### config.mk
export PLATFORM = sky130hd
export DESIGN_NAME = ppu_top
export DESIGN_NICKNAME = d
export VERILOG_FILES = /design/src/logic/ppu_pkg.sv /design/src/logic/ppu_regs.sv /design/src/logic/ppu_render_fsm.sv /design/src/logic/ppu_tile_fetch.sv /design/src/logic/ppu_top.sv
export VERILOG_INCLUDE_DIRS = /design/src /design/src/logic
export SDC_FILE = /design/constraint.sdc
export NUM_CORES = 1
export LEC_CHECK = 0
export BUFFER_PORTS_ARGS = -buffer_cell sky130_fd_sc_hd__buf_2
export CAP_MARGIN = 20
export CORE_MARGIN = 2
export CORE_UTILIZATION = 65
export CTS_BUF_LIST = sky130_fd_sc_hd__clkbuf_4
export DETAILED_ROUTE_END_ITERATION = 8
export HOLD_SLACK_MARGIN = 0.12
export PLACE_DENSITY = 0.88
export SYNTH_ARGS = -nofsm -noshare
export SYNTH_HDL_FRONTEND = slang
export SYNTH_SLANG_ARGS = --single-unit
### constraint.sdc
create_clock -name clk -period 4.8 [get_ports clk]
set_input_delay 0.24 -clock clk [delete_from_list [all_inputs] [get_ports clk]]
set_output_delay 0.24 -clock clk [all_outputs]
set_load 0.03 [all_outputs]
### src/logic/ppu_consts.svh
// Background renderer constants for screen geometry, VRAM layout and control bits
`ifndef PPU_CONSTS_SVH
`define PPU_CONSTS_SVH

// Scaled-down screen, width must stay a multiple of the tile size
`define PPU_SCREEN_W 64
`define PPU_SCREEN_H 16

// Nametable 0 base and spacing between the two horizontal tables
`define PPU_NT_BASE 16'h2000
`define PPU_NT_SIZE 16'h0400
`define PPU_NT_COLS 32

// Pattern table 1 base, table 0 sits at address zero
`define PPU_PAT_BASE_HI 16'h1000

// Idle gap between rendered rows
`define PPU_HBLANK_CYCLES 4

// Control register bit positions
`define PPU_CTRL_NT_X 0
`define PPU_CTRL_PAT 4
`define PPU_CTRL_EN 7

`endif

### src/logic/ppu_pkg.sv
// Shared types of the background renderer: vectors, config and write structs, FSM states
`default_nettype none

package ppu_pkg;

	typedef logic [7:0] ppu_byte_t;
	typedef logic [15:0] vram_addr_t;
	// Columns are two's complement so a chunk may start left of the screen
	typedef logic [8:0] screen_coord_t;
	typedef logic [1:0] pixel_t;

	// CPU register select
	typedef enum logic [1:0] {
		reg_ctrl,
		reg_scroll_x,
		reg_scroll_y
	} cpu_reg_t;

	// Live configuration as latched at frame and row start
	typedef struct packed {
		logic en;
		logic nt_sel;
		logic pat_sel;
		ppu_byte_t scroll_x;
		ppu_byte_t scroll_y;
	} ppu_cfg_t;

	// One frame-buffer write
	typedef struct packed {
		screen_coord_t row;
		screen_coord_t col;
		pixel_t pixel;
	} fb_write_t;

	typedef enum logic [2:0] {
		render_idle,
		render_row_start,
		render_tile_start,
		render_tile_wait,
		render_hblank,
		render_frame_end
	} render_state_t;

	typedef enum logic [2:0] {
		fetch_idle,
		fetch_rd_name,
		fetch_rd_plane0,
		fetch_rd_plane1,
		fetch_emit
	} fetch_state_t;

endpackage

`default_nettype wire

### src/logic/ppu_regs.sv
// Register block of the renderer: CPU control and scroll, config latching, vblank status
`timescale 1ns/1ps
`default_nettype none
`include "ppu_consts.svh"

module ppu_regs
	import ppu_pkg::*;
(
	input  logic      clk,
	input  logic      rst,
	input  logic      cpu_we,
	input  cpu_reg_t  cpu_sel,
	input  ppu_byte_t cpu_wdata,
	input  logic      cpu_rd,
	output ppu_byte_t status,
	input  logic      latch_frame,
	input  logic      latch_row,
	input  logic      set_vblank,
	output ppu_cfg_t  cfg
);

	// CPU-side copies, not seen by the renderer until latched
	ppu_byte_t ctrl_q;
	ppu_byte_t scroll_x_q;
	ppu_byte_t scroll_y_q;
	// Sticky end-of-frame flag
	logic vblank;

	always_ff @(posedge clk or negedge rst) begin
		if (!rst) begin
			ctrl_q <= '0;
			scroll_x_q <= '0;
			scroll_y_q <= '0;
		end else if (cpu_we) begin
			case (cpu_sel)
				reg_ctrl: ctrl_q <= cpu_wdata;
				reg_scroll_x: scroll_x_q <= cpu_wdata;
				reg_scroll_y: scroll_y_q <= cpu_wdata;
				default: ctrl_q <= ctrl_q;
			endcase
		end
	end

	// Frame strobe takes enable, pattern table and vertical scroll
	// Row strobe takes horizontal scroll and nametable select
	// A write in the strobe cycle only shows up on the next strobe
	always_ff @(posedge clk or negedge rst) begin
		if (!rst) begin
			cfg <= '0;
		end else begin
			if (latch_frame) begin
				cfg.en <= ctrl_q[`PPU_CTRL_EN];
				cfg.pat_sel <= ctrl_q[`PPU_CTRL_PAT];
				cfg.scroll_y <= scroll_y_q;
			end
			if (latch_row) begin
				cfg.nt_sel <= ctrl_q[`PPU_CTRL_NT_X];
				cfg.scroll_x <= scroll_x_q;
			end
		end
	end

	// Status read snapshots vblank into bit 7 and clears it
	// A set in the same cycle wins over the clear
	always_ff @(posedge clk or negedge rst) begin
		if (!rst) begin
			vblank <= 1'b0;
			status <= '0;
		end else begin
			if (set_vblank)
				vblank <= 1'b1;
			else if (cpu_rd)
				vblank <= 1'b0;
			if (cpu_rd)
				status <= {vblank, 7'b0};
		end
	end

	// Frame end and a new frame start are separate sequencer states
	a_vblank_vs_frame: assert property (@(posedge clk) disable iff (!rst)
		!(set_vblank && latch_frame));

endmodule

`default_nettype wire

### src/logic/ppu_render_fsm.sv
// Frame and row sequencer stepping 8-pixel tile chunks across each row, vblank at frame end
`timescale 1ns/1ps
`default_nettype none
`include "ppu_consts.svh"

module ppu_render_fsm
	import ppu_pkg::*;
(
	input  logic          clk,
	input  logic          rst,
	input  logic          frame_start,
	input  ppu_cfg_t      cfg,
	output logic          latch_frame,
	output logic          latch_row,
	output logic          set_vblank,
	output logic          tile_start,
	output screen_coord_t tile_row,
	output screen_coord_t tile_col,
	input  logic          tile_done
);

	render_state_t state;
	// Column of the chunk after the current one
	screen_coord_t next_col;
	logic last_chunk;
	logic last_row;
	logic [3:0] hb_cnt;
	logic hb_done;

	// Next column is never negative, so an unsigned compare finds the row end
	// Fine scroll adds one extra chunk through the negative start
	assign next_col = tile_col + screen_coord_t'(8);
	assign last_chunk = next_col >= screen_coord_t'(`PPU_SCREEN_W);
	assign last_row = tile_row == screen_coord_t'(`PPU_SCREEN_H - 1);
	assign hb_done = hb_cnt == 4'(`PPU_HBLANK_CYCLES - 1);

	// Latch strobes fire on the transition into row_start
	// so the new config is already live in row_start
	assign latch_frame = (state == render_idle) && frame_start;
	assign latch_row = latch_frame || ((state == render_hblank) && hb_done);

	assign tile_start = state == render_tile_start;
	assign set_vblank = state == render_frame_end;

	always_ff @(posedge clk or negedge rst) begin
		if (!rst) begin
			state <= render_idle;
			tile_row <= '0;
			tile_col <= '0;
			hb_cnt <= '0;
		end else begin
			case (state)
				render_idle: begin
					// Strobes arriving mid-frame never reach here
					if (frame_start) begin
						tile_row <= '0;
						state <= render_row_start;
					end
				end
				render_row_start: begin
					// Enable only just latched, drop the frame if clear
					if (!cfg.en) begin
						state <= render_idle;
					end else begin
						// Row starts at minus the fine scroll
						tile_col <= screen_coord_t'(0) - screen_coord_t'(cfg.scroll_x[2:0]);
						state <= render_tile_start;
					end
				end
				render_tile_start: begin
					state <= render_tile_wait;
				end
				render_tile_wait: begin
					if (tile_done) begin
						if (!last_chunk) begin
							// Next chunk strobes one cycle after tile_done
							tile_col <= next_col;
							state <= render_tile_start;
						end else if (last_row) begin
							state <= render_frame_end;
						end else begin
							hb_cnt <= '0;
							state <= render_hblank;
						end
					end
				end
				render_hblank: begin
					if (hb_done) begin
						tile_row <= tile_row + screen_coord_t'(1);
						state <= render_row_start;
					end else begin
						hb_cnt <= hb_cnt + 4'd1;
					end
				end
				render_frame_end: begin
					// vblank goes out this cycle
					state <= render_idle;
				end
				default: begin
					state <= render_idle;
				end
			endcase
		end
	end

	// Fetcher must only finish a chunk that this sequencer is waiting on
	a_done_in_wait: assert property (@(posedge clk) disable iff (!rst)
		tile_done |-> state == render_tile_wait);

endmodule

`default_nettype wire

### src/logic/ppu_tile_fetch.sv
// Tile fetcher: VRAM nametable and pattern reads for one chunk, then eight pixel writes
`timescale 1ns/1ps
`default_nettype none
`include "ppu_consts.svh"

module ppu_tile_fetch
	import ppu_pkg::*;
(
	input  logic          clk,
	input  logic          rst,
	input  ppu_cfg_t      cfg,
	input  logic          tile_start,
	input  screen_coord_t tile_row,
	input  screen_coord_t tile_col,
	output logic          tile_done,
	output vram_addr_t    vram_addr,
	output logic          vram_rd,
	input  ppu_byte_t     vram_data,
	output fb_write_t     fb,
	output logic          fb_we
);

	fetch_state_t state;
	// 0 is the plane 1 capture cycle, 1 to 8 are pixel cycles
	logic [3:0] pix_cnt;
	ppu_byte_t name_q;
	ppu_byte_t p0_q;
	ppu_byte_t p1_q;
	screen_coord_t pos_x;
	screen_coord_t pos_y;
	logic nt_hi;
	ppu_byte_t tile_idx;
	vram_addr_t name_addr;
	vram_addr_t pat_base;
	vram_addr_t plane0_addr;
	logic [2:0] px_ofs;
	screen_coord_t px_col;

	// Scrolled position of the chunk, chunk start is always tile aligned in x
	assign pos_x = screen_coord_t'(cfg.scroll_x) + tile_col;
	assign pos_y = screen_coord_t'(cfg.scroll_y) + tile_row;
	// Carry out of x crosses into the other horizontal table
	assign nt_hi = pos_x[8] ^ cfg.nt_sel;

	assign name_addr = `PPU_NT_BASE
		+ (nt_hi ? `PPU_NT_SIZE : vram_addr_t'(0))
		+ vram_addr_t'(pos_y[8:3]) * vram_addr_t'(`PPU_NT_COLS)
		+ vram_addr_t'(pos_x[7:3]);

	// Tile byte is on the bus during rd_plane0, held afterwards
	assign tile_idx = (state == fetch_rd_plane0) ? vram_data : name_q;
	assign pat_base = cfg.pat_sel ? `PPU_PAT_BASE_HI : vram_addr_t'(0);
	assign plane0_addr = pat_base + vram_addr_t'({tile_idx, 4'b0000}) + vram_addr_t'(pos_y[2:0]);

	assign vram_rd = (state == fetch_rd_name) || (state == fetch_rd_plane0) ||
		(state == fetch_rd_plane1);

	always_comb begin
		case (state)
			fetch_rd_plane0: vram_addr = plane0_addr;
			fetch_rd_plane1: vram_addr = plane0_addr + vram_addr_t'(8);
			default: vram_addr = name_addr;
		endcase
	end

	// Pixel k of the chunk sits at column tile_col + k
	assign px_ofs = pix_cnt[2:0] - 3'd1;
	assign px_col = tile_col + screen_coord_t'(px_ofs);

	// MSB of each plane is the leftmost pixel
	assign fb = '{row: tile_row, col: px_col, pixel: {p1_q[7], p0_q[7]}};
	// Off-screen columns (negative or past the right edge) are dropped
	assign fb_we = (state == fetch_emit) && (pix_cnt != 4'd0) && !px_col[8] &&
		(px_col < screen_coord_t'(`PPU_SCREEN_W));
	assign tile_done = (state == fetch_emit) && (pix_cnt == 4'd8);

	always_ff @(posedge clk or negedge rst) begin
		if (!rst) begin
			state <= fetch_idle;
			pix_cnt <= '0;
		end else begin
			case (state)
				fetch_idle: if (tile_start) state <= fetch_rd_name;
				fetch_rd_name: state <= fetch_rd_plane0;
				fetch_rd_plane0: state <= fetch_rd_plane1;
				fetch_rd_plane1: begin
					pix_cnt <= '0;
					state <= fetch_emit;
				end
				fetch_emit: begin
					if (pix_cnt == 4'd8)
						state <= fetch_idle;
					else
						pix_cnt <= pix_cnt + 4'd1;
				end
				default: state <= fetch_idle;
			endcase
		end
	end

	// VRAM bytes land one cycle after each read
	always_ff @(posedge clk) begin
		case (state)
			fetch_rd_plane0: name_q <= vram_data;
			fetch_rd_plane1: p0_q <= vram_data;
			fetch_emit: begin
				if (pix_cnt == 4'd0) begin
					p1_q <= vram_data;
				end else begin
					p0_q <= p0_q << 1;
					p1_q <= p1_q << 1;
				end
			end
			default: name_q <= name_q;
		endcase
	end

	// Sequencer must wait for tile_done before the next chunk
	a_start_when_idle: assert property (@(posedge clk) disable iff (!rst)
		tile_start |-> state == fetch_idle);

endmodule

`default_nettype wire

### src/logic/ppu_top.sv
// Background renderer top: registers, sequencer and tile fetcher on VRAM and frame-buffer ports
`timescale 1ns/1ps
`default_nettype none

module ppu_top
	import ppu_pkg::*;
(
	input  logic       clk,
	input  logic       rst,
	input  logic       cpu_we,
	input  cpu_reg_t   cpu_sel,
	input  ppu_byte_t  cpu_wdata,
	input  logic       cpu_rd,
	output ppu_byte_t  status,
	input  logic       frame_start,
	output vram_addr_t vram_addr,
	output logic       vram_rd,
	input  ppu_byte_t  vram_data,
	output fb_write_t  fb,
	output logic       fb_we
);

	// Live config shared by sequencer and fetcher
	ppu_cfg_t cfg;
	logic latch_frame;
	logic latch_row;
	logic set_vblank;
	// Chunk handshake
	logic tile_start;
	logic tile_done;
	screen_coord_t tile_row;
	screen_coord_t tile_col;

	ppu_regs ppu_regs_i (
		.clk         (clk),
		.rst         (rst),
		.cpu_we      (cpu_we),
		.cpu_sel     (cpu_sel),
		.cpu_wdata   (cpu_wdata),
		.cpu_rd      (cpu_rd),
		.status      (status),
		.latch_frame (latch_frame),
		.latch_row   (latch_row),
		.set_vblank  (set_vblank),
		.cfg         (cfg)
	);

	ppu_render_fsm ppu_render_fsm_i (
		.clk         (clk),
		.rst         (rst),
		.frame_start (frame_start),
		.cfg         (cfg),
		.latch_frame (latch_frame),
		.latch_row   (latch_row),
		.set_vblank  (set_vblank),
		.tile_start  (tile_start),
		.tile_row    (tile_row),
		.tile_col    (tile_col),
		.tile_done   (tile_done)
	);

	// Fetcher owns the VRAM port and the frame-buffer port
	ppu_tile_fetch ppu_tile_fetch_i (
		.clk        (clk),
		.rst        (rst),
		.cfg        (cfg),
		.tile_start (tile_start),
		.tile_row   (tile_row),
		.tile_col   (tile_col),
		.tile_done  (tile_done),
		.vram_addr  (vram_addr),
		.vram_rd    (vram_rd),
		.vram_data  (vram_data),
		.fb         (fb),
		.fb_we      (fb_we)
	);

endmodule

`default_nettype wire

==> impl_results.md <==
- Status: finished, final reports clean
- Via Count: 3850
- Seq pwr share: 0.339
- Mapped cell area: 5250 µm²
- Area growth from synthesis to layout: 11.2%
- CP delay by family, top: simple AND/OR/NAND/NOR gates
- Die footprint: 8820 µm²
- Psw: 1970 µW
- Global route overflow: 0
- Routability cong.: 0.916
- # clock sinks: 96
- Setup WS pre-CTS: 1.87 ns
- CP endpoint kind: output port
- Antenna Cells: 0
- Leakage: 0.00264 µW
- Clock Tree Buf Depth: 2
- Synth Area in Simple Gates: 0.141
- Worst-margin pin slew: 0.902 ns
- Post-synthesis cell type count: 67
- Initial DRT Pass Iterations: 5
- Worst slew margin: 0.399
- Crit-path max FO: 18
- Mux contribution to synthesized area: 0.126
- Nets: 605
- Sequential element share of the synthesized area: 0.465
- First-pass GRT wire length: 18.2 mm
- Clock power frac: 0.093
- Worst endpoint data arrival time: 3.21 ns
- Synth Area in XOR/XNOR: 0.0500
- Max Clk Rate: 290 MHz
- # port buffers: 59
- CP required: 4.56 ns
- Critical-path cell list: and2b_1 > clkinv_1 > nor2_2 > mux2_2 > nand2_1 > o21ai_0 > buf_2
- CTS Root Cell: clkbuf_4
- CTS buffer count: 9
- Yosys Warn Count: 0
- CTS tree: built
- Crit Path Category: reg2out
- Vias per cell: 5.82
- Std-Cell Rows: 32
- Routed length per instance: 16.8 µm
- Mapped Cells: 487
- Hpwl dp: 8.36 mm
- Initial Utilization: 0.676
- Final Hold Fails: 0
- Fin Clk Skew: 0.0151 ns
- Placed cell area: 5540 µm²
- Top FF cell, synth: dfrtp_1
- Final wirelength: 11.1 mm
- # DRC: 0
- Iter 0 DRT Violations: 119
- CTS H-Tree Depth: 3
- Final Cell Area: 5840 µm²
- Slowest-stage cell, CP: clkinv_1
- Pins Over Slew Limit: 0
- Max Cap Violations: 0
- Layout cells sized above 1: 0.255
- Max VDD drop: 485 µV
- Synth Register Bits: 96
- Vias in the first global route: 3781
- Mean Syn Cell Area: 10.8 µm²
- Internal: 2110 µW
- Largest family of logic cells by synthesized area: simple AND/OR/NAND/NOR gates
- Post-DRT Antenna Nets: 0
- Worst min path class: in2reg
- Sw frac: 0.484
- Slowest stage delay, CP: 0.55 ns
- Cts repair resizes: 0
- Clock latency on the worst-skew pair: 0.43 ns
- Die height: 93.9 µm
- Post-synth ARST share: 0.750
- Crit path buf inv count: 2
- Critical path startpoint category: register
- Total global-route track usage: 0.265
- Adder-Cell Fraction of Synth Area: 0.0672
- I/O pin count: 69
- Min cycle time layout: 3.45 ns
- Tcrit/Tclk final: 0.718
- Clock slew at reported path FFs: 0.15 ns
- Setup total negative slack: 0 ns
- Largest net degree at the start of global routing: 73
- Die X: 93.9 µm
- RSZ-0062 raised after global routing: false
- PD cells: 699 nW/µm²
- Compound-Gate Fraction of Synth Area: 0.0979
- Initial antenna violation count: 0
- Final setup viols: 0
- Post-synth EDFFs: 16
- Worst setup margin: 1.35 ns
- Comb pwr share: 0.568
- Core area: 7770 µm²
-- timing repair --
item | in CTS | in global routing
endpoints found under the hold margin | 106 | 0
hold buffers | 18 | 0
buffers inserted | 0 | 0
-- cell usage in the layout (no fill, tap or decap), types with 10 or more instances in the layout --
cell and n:
a21oi_1 16, buf_2 59, clkbuf_4 10, dfrtp_1 72, dlygate4sd3_1 18, edfxtp_1 16, ha_1 25, inv_1 22
mux2_2 56, nand2_1 52, nor2_1 21, nor3_1 10, o21ai_0 23, xnor2_1 18, xor2_1 12
-- sequential cells by signal (all words and copies together) (netlist names) --
signal	count
ppu_regs_i.status	1
ppu_tile_fetch_i.state	3
ppu_render_fsm_i.tile_row	9
ppu_tile_fetch_i.pix_cnt	4
ppu_render_fsm_i.state	3
ppu_regs_i.scroll_y_q	8
ppu_regs_i.vblank	1
ppu_regs_i.cfg	19
ppu_render_fsm_i.hb_cnt	4
ppu_tile_fetch_i.name_q	8
ppu_tile_fetch_i.p1_q	8
ppu_regs_i.scroll_x_q	8
ppu_render_fsm_i.tile_col	9
ppu_tile_fetch_i.p0_q	8
ppu_regs_i.ctrl_q	3
-- per-stage QoR --
stage           util  power [µW]  instances  hold WS [ns]
5_1_grt        0.752        4370        662         0.237
2_1_floorplan      -        3100        495       -0.0556
6_report       0.752        4080        662         0.238
3_3_place_gp   0.714        3610        628         0.452
4_1_cts        0.752        4090        662         0.218
3_5_place_dp   0.714        3700        628         0.469
-- synthesized netlist by cell type (all sizes together) (4+ instances only) --
| cell | instances | area [µm²] |
|---|---|---|
| inv | 23 | 86.3 |
| buf | 19 | 143 |
| dfxtp | 8 | 160 |
| nor2b | 5 | 31.3 |
| edfxtp | 16 | 480 |
| o211ai | 4 | 30.0 |
| dfrtp | 72 | 1800 |
| a211oi | 4 | 30.0 |
| o21ai | 24 | 120 |
| nand3b | 7 | 52.6 |
| nand3 | 8 | 40.0 |
| ha | 25 | 313 |
| a21oi | 16 | 80.1 |
| clkbuf | 11 | 41.3 |
| nand2 | 52 | 195 |
| a31oi | 5 | 31.3 |
| xor2 | 12 | 105 |
| mux2 | 56 | 631 |
| nor3 | 10 | 50.1 |
| xnor2 | 18 | 158 |
| nor2 | 22 | 85.1 |
| and2 | 4 | 25.0 |
-- kinds of logic (layout without fill, tap and decap cells) --
kind of cell	after synthesis	count (layout)
adders and majority gates	27	27
and+or+nand+nor	141	141
buffers and inverters	54	119
muxes	59	59
AOI/OAI and AO/OA	79	79
other	1	9
DFF	96	96
xor gates and xnor gates	30	30
-- metal layers --
layer | share of wire | routed length (µm) | up-vias | GRT usage
met5 | 0 | 0 | - | 0
met4 | 0.012 | 138 | 0 | 0.0821
met3 | 0.038 | 426 | 15 | 0.0409
met2 | 0.51 | 5660 | 104 | 0.449
met1 | 0.44 | 4880 | 1883 | 0.353
li1 | - | - | 1848 | -
-- layout make-up --
cell class,count,area (µm²)
Clock inverter,6,43.8
Tap cell,102,128
Timing Repair Buffer,79,490
Fill cell,551,1930
Multi-Input combinational cell,345,2570
Clock buffer,10,75.1
Inverter,24,90.1
Sequential cell,96,2440
-- path summary, 6_finish.rpt --
path | cells past startpoint | from | slack [ns] | to
hold reg to reg | 1 | ppu_tile_fetch_i.state[2] | 0.50 | ppu_tile_fetch_i.state[1]
setup / recovery | 7 | ppu_tile_fetch_i.state[2] | 1.35 | vram_addr[5]
max in group asynchronous | 3 | rst | 3.68 | ppu_tile_fetch_i.pix_cnt[2]
setup reg to reg | 6 | ppu_tile_fetch_i.state[0] | 2.21 | ppu_render_fsm_i.hb_cnt[2]
hold / removal | 3 | cpu_sel[1] | 0.24 | ppu_regs_i.ctrl_q[4]
min in group asynchronous | 3 | rst | 0.53 | ppu_render_fsm_i.tile_col[5]
-- worst reg2reg max path: cells and delay by family, from the launching register on --
kind                   cells  cell delay (ns)
AND/OR/NAND/NOR            2             0.98
flip-flops                 1             0.64
multiplexers               1             0.14
AO/OA/AOI/OAI              2             0.36
buffers and inverters      1             0.37
-- power groups by stage --
| stage | Sequential [µW] | Combinational [µW] | Clock, µW |
|---|---|---|---|
| final | 1390 | 2320 | 380 |
| after CTS | 1380 | 2320 | 389 |
| after global routing | 1420 | 2520 | 425 |
| after detailed placement | 1400 | 2300 | 0 |
| after global placement | 1380 | 2230 | 0 |
| after floorplan | 1270 | 1820 | 0 |
Power figures use the tool's default switching activity.
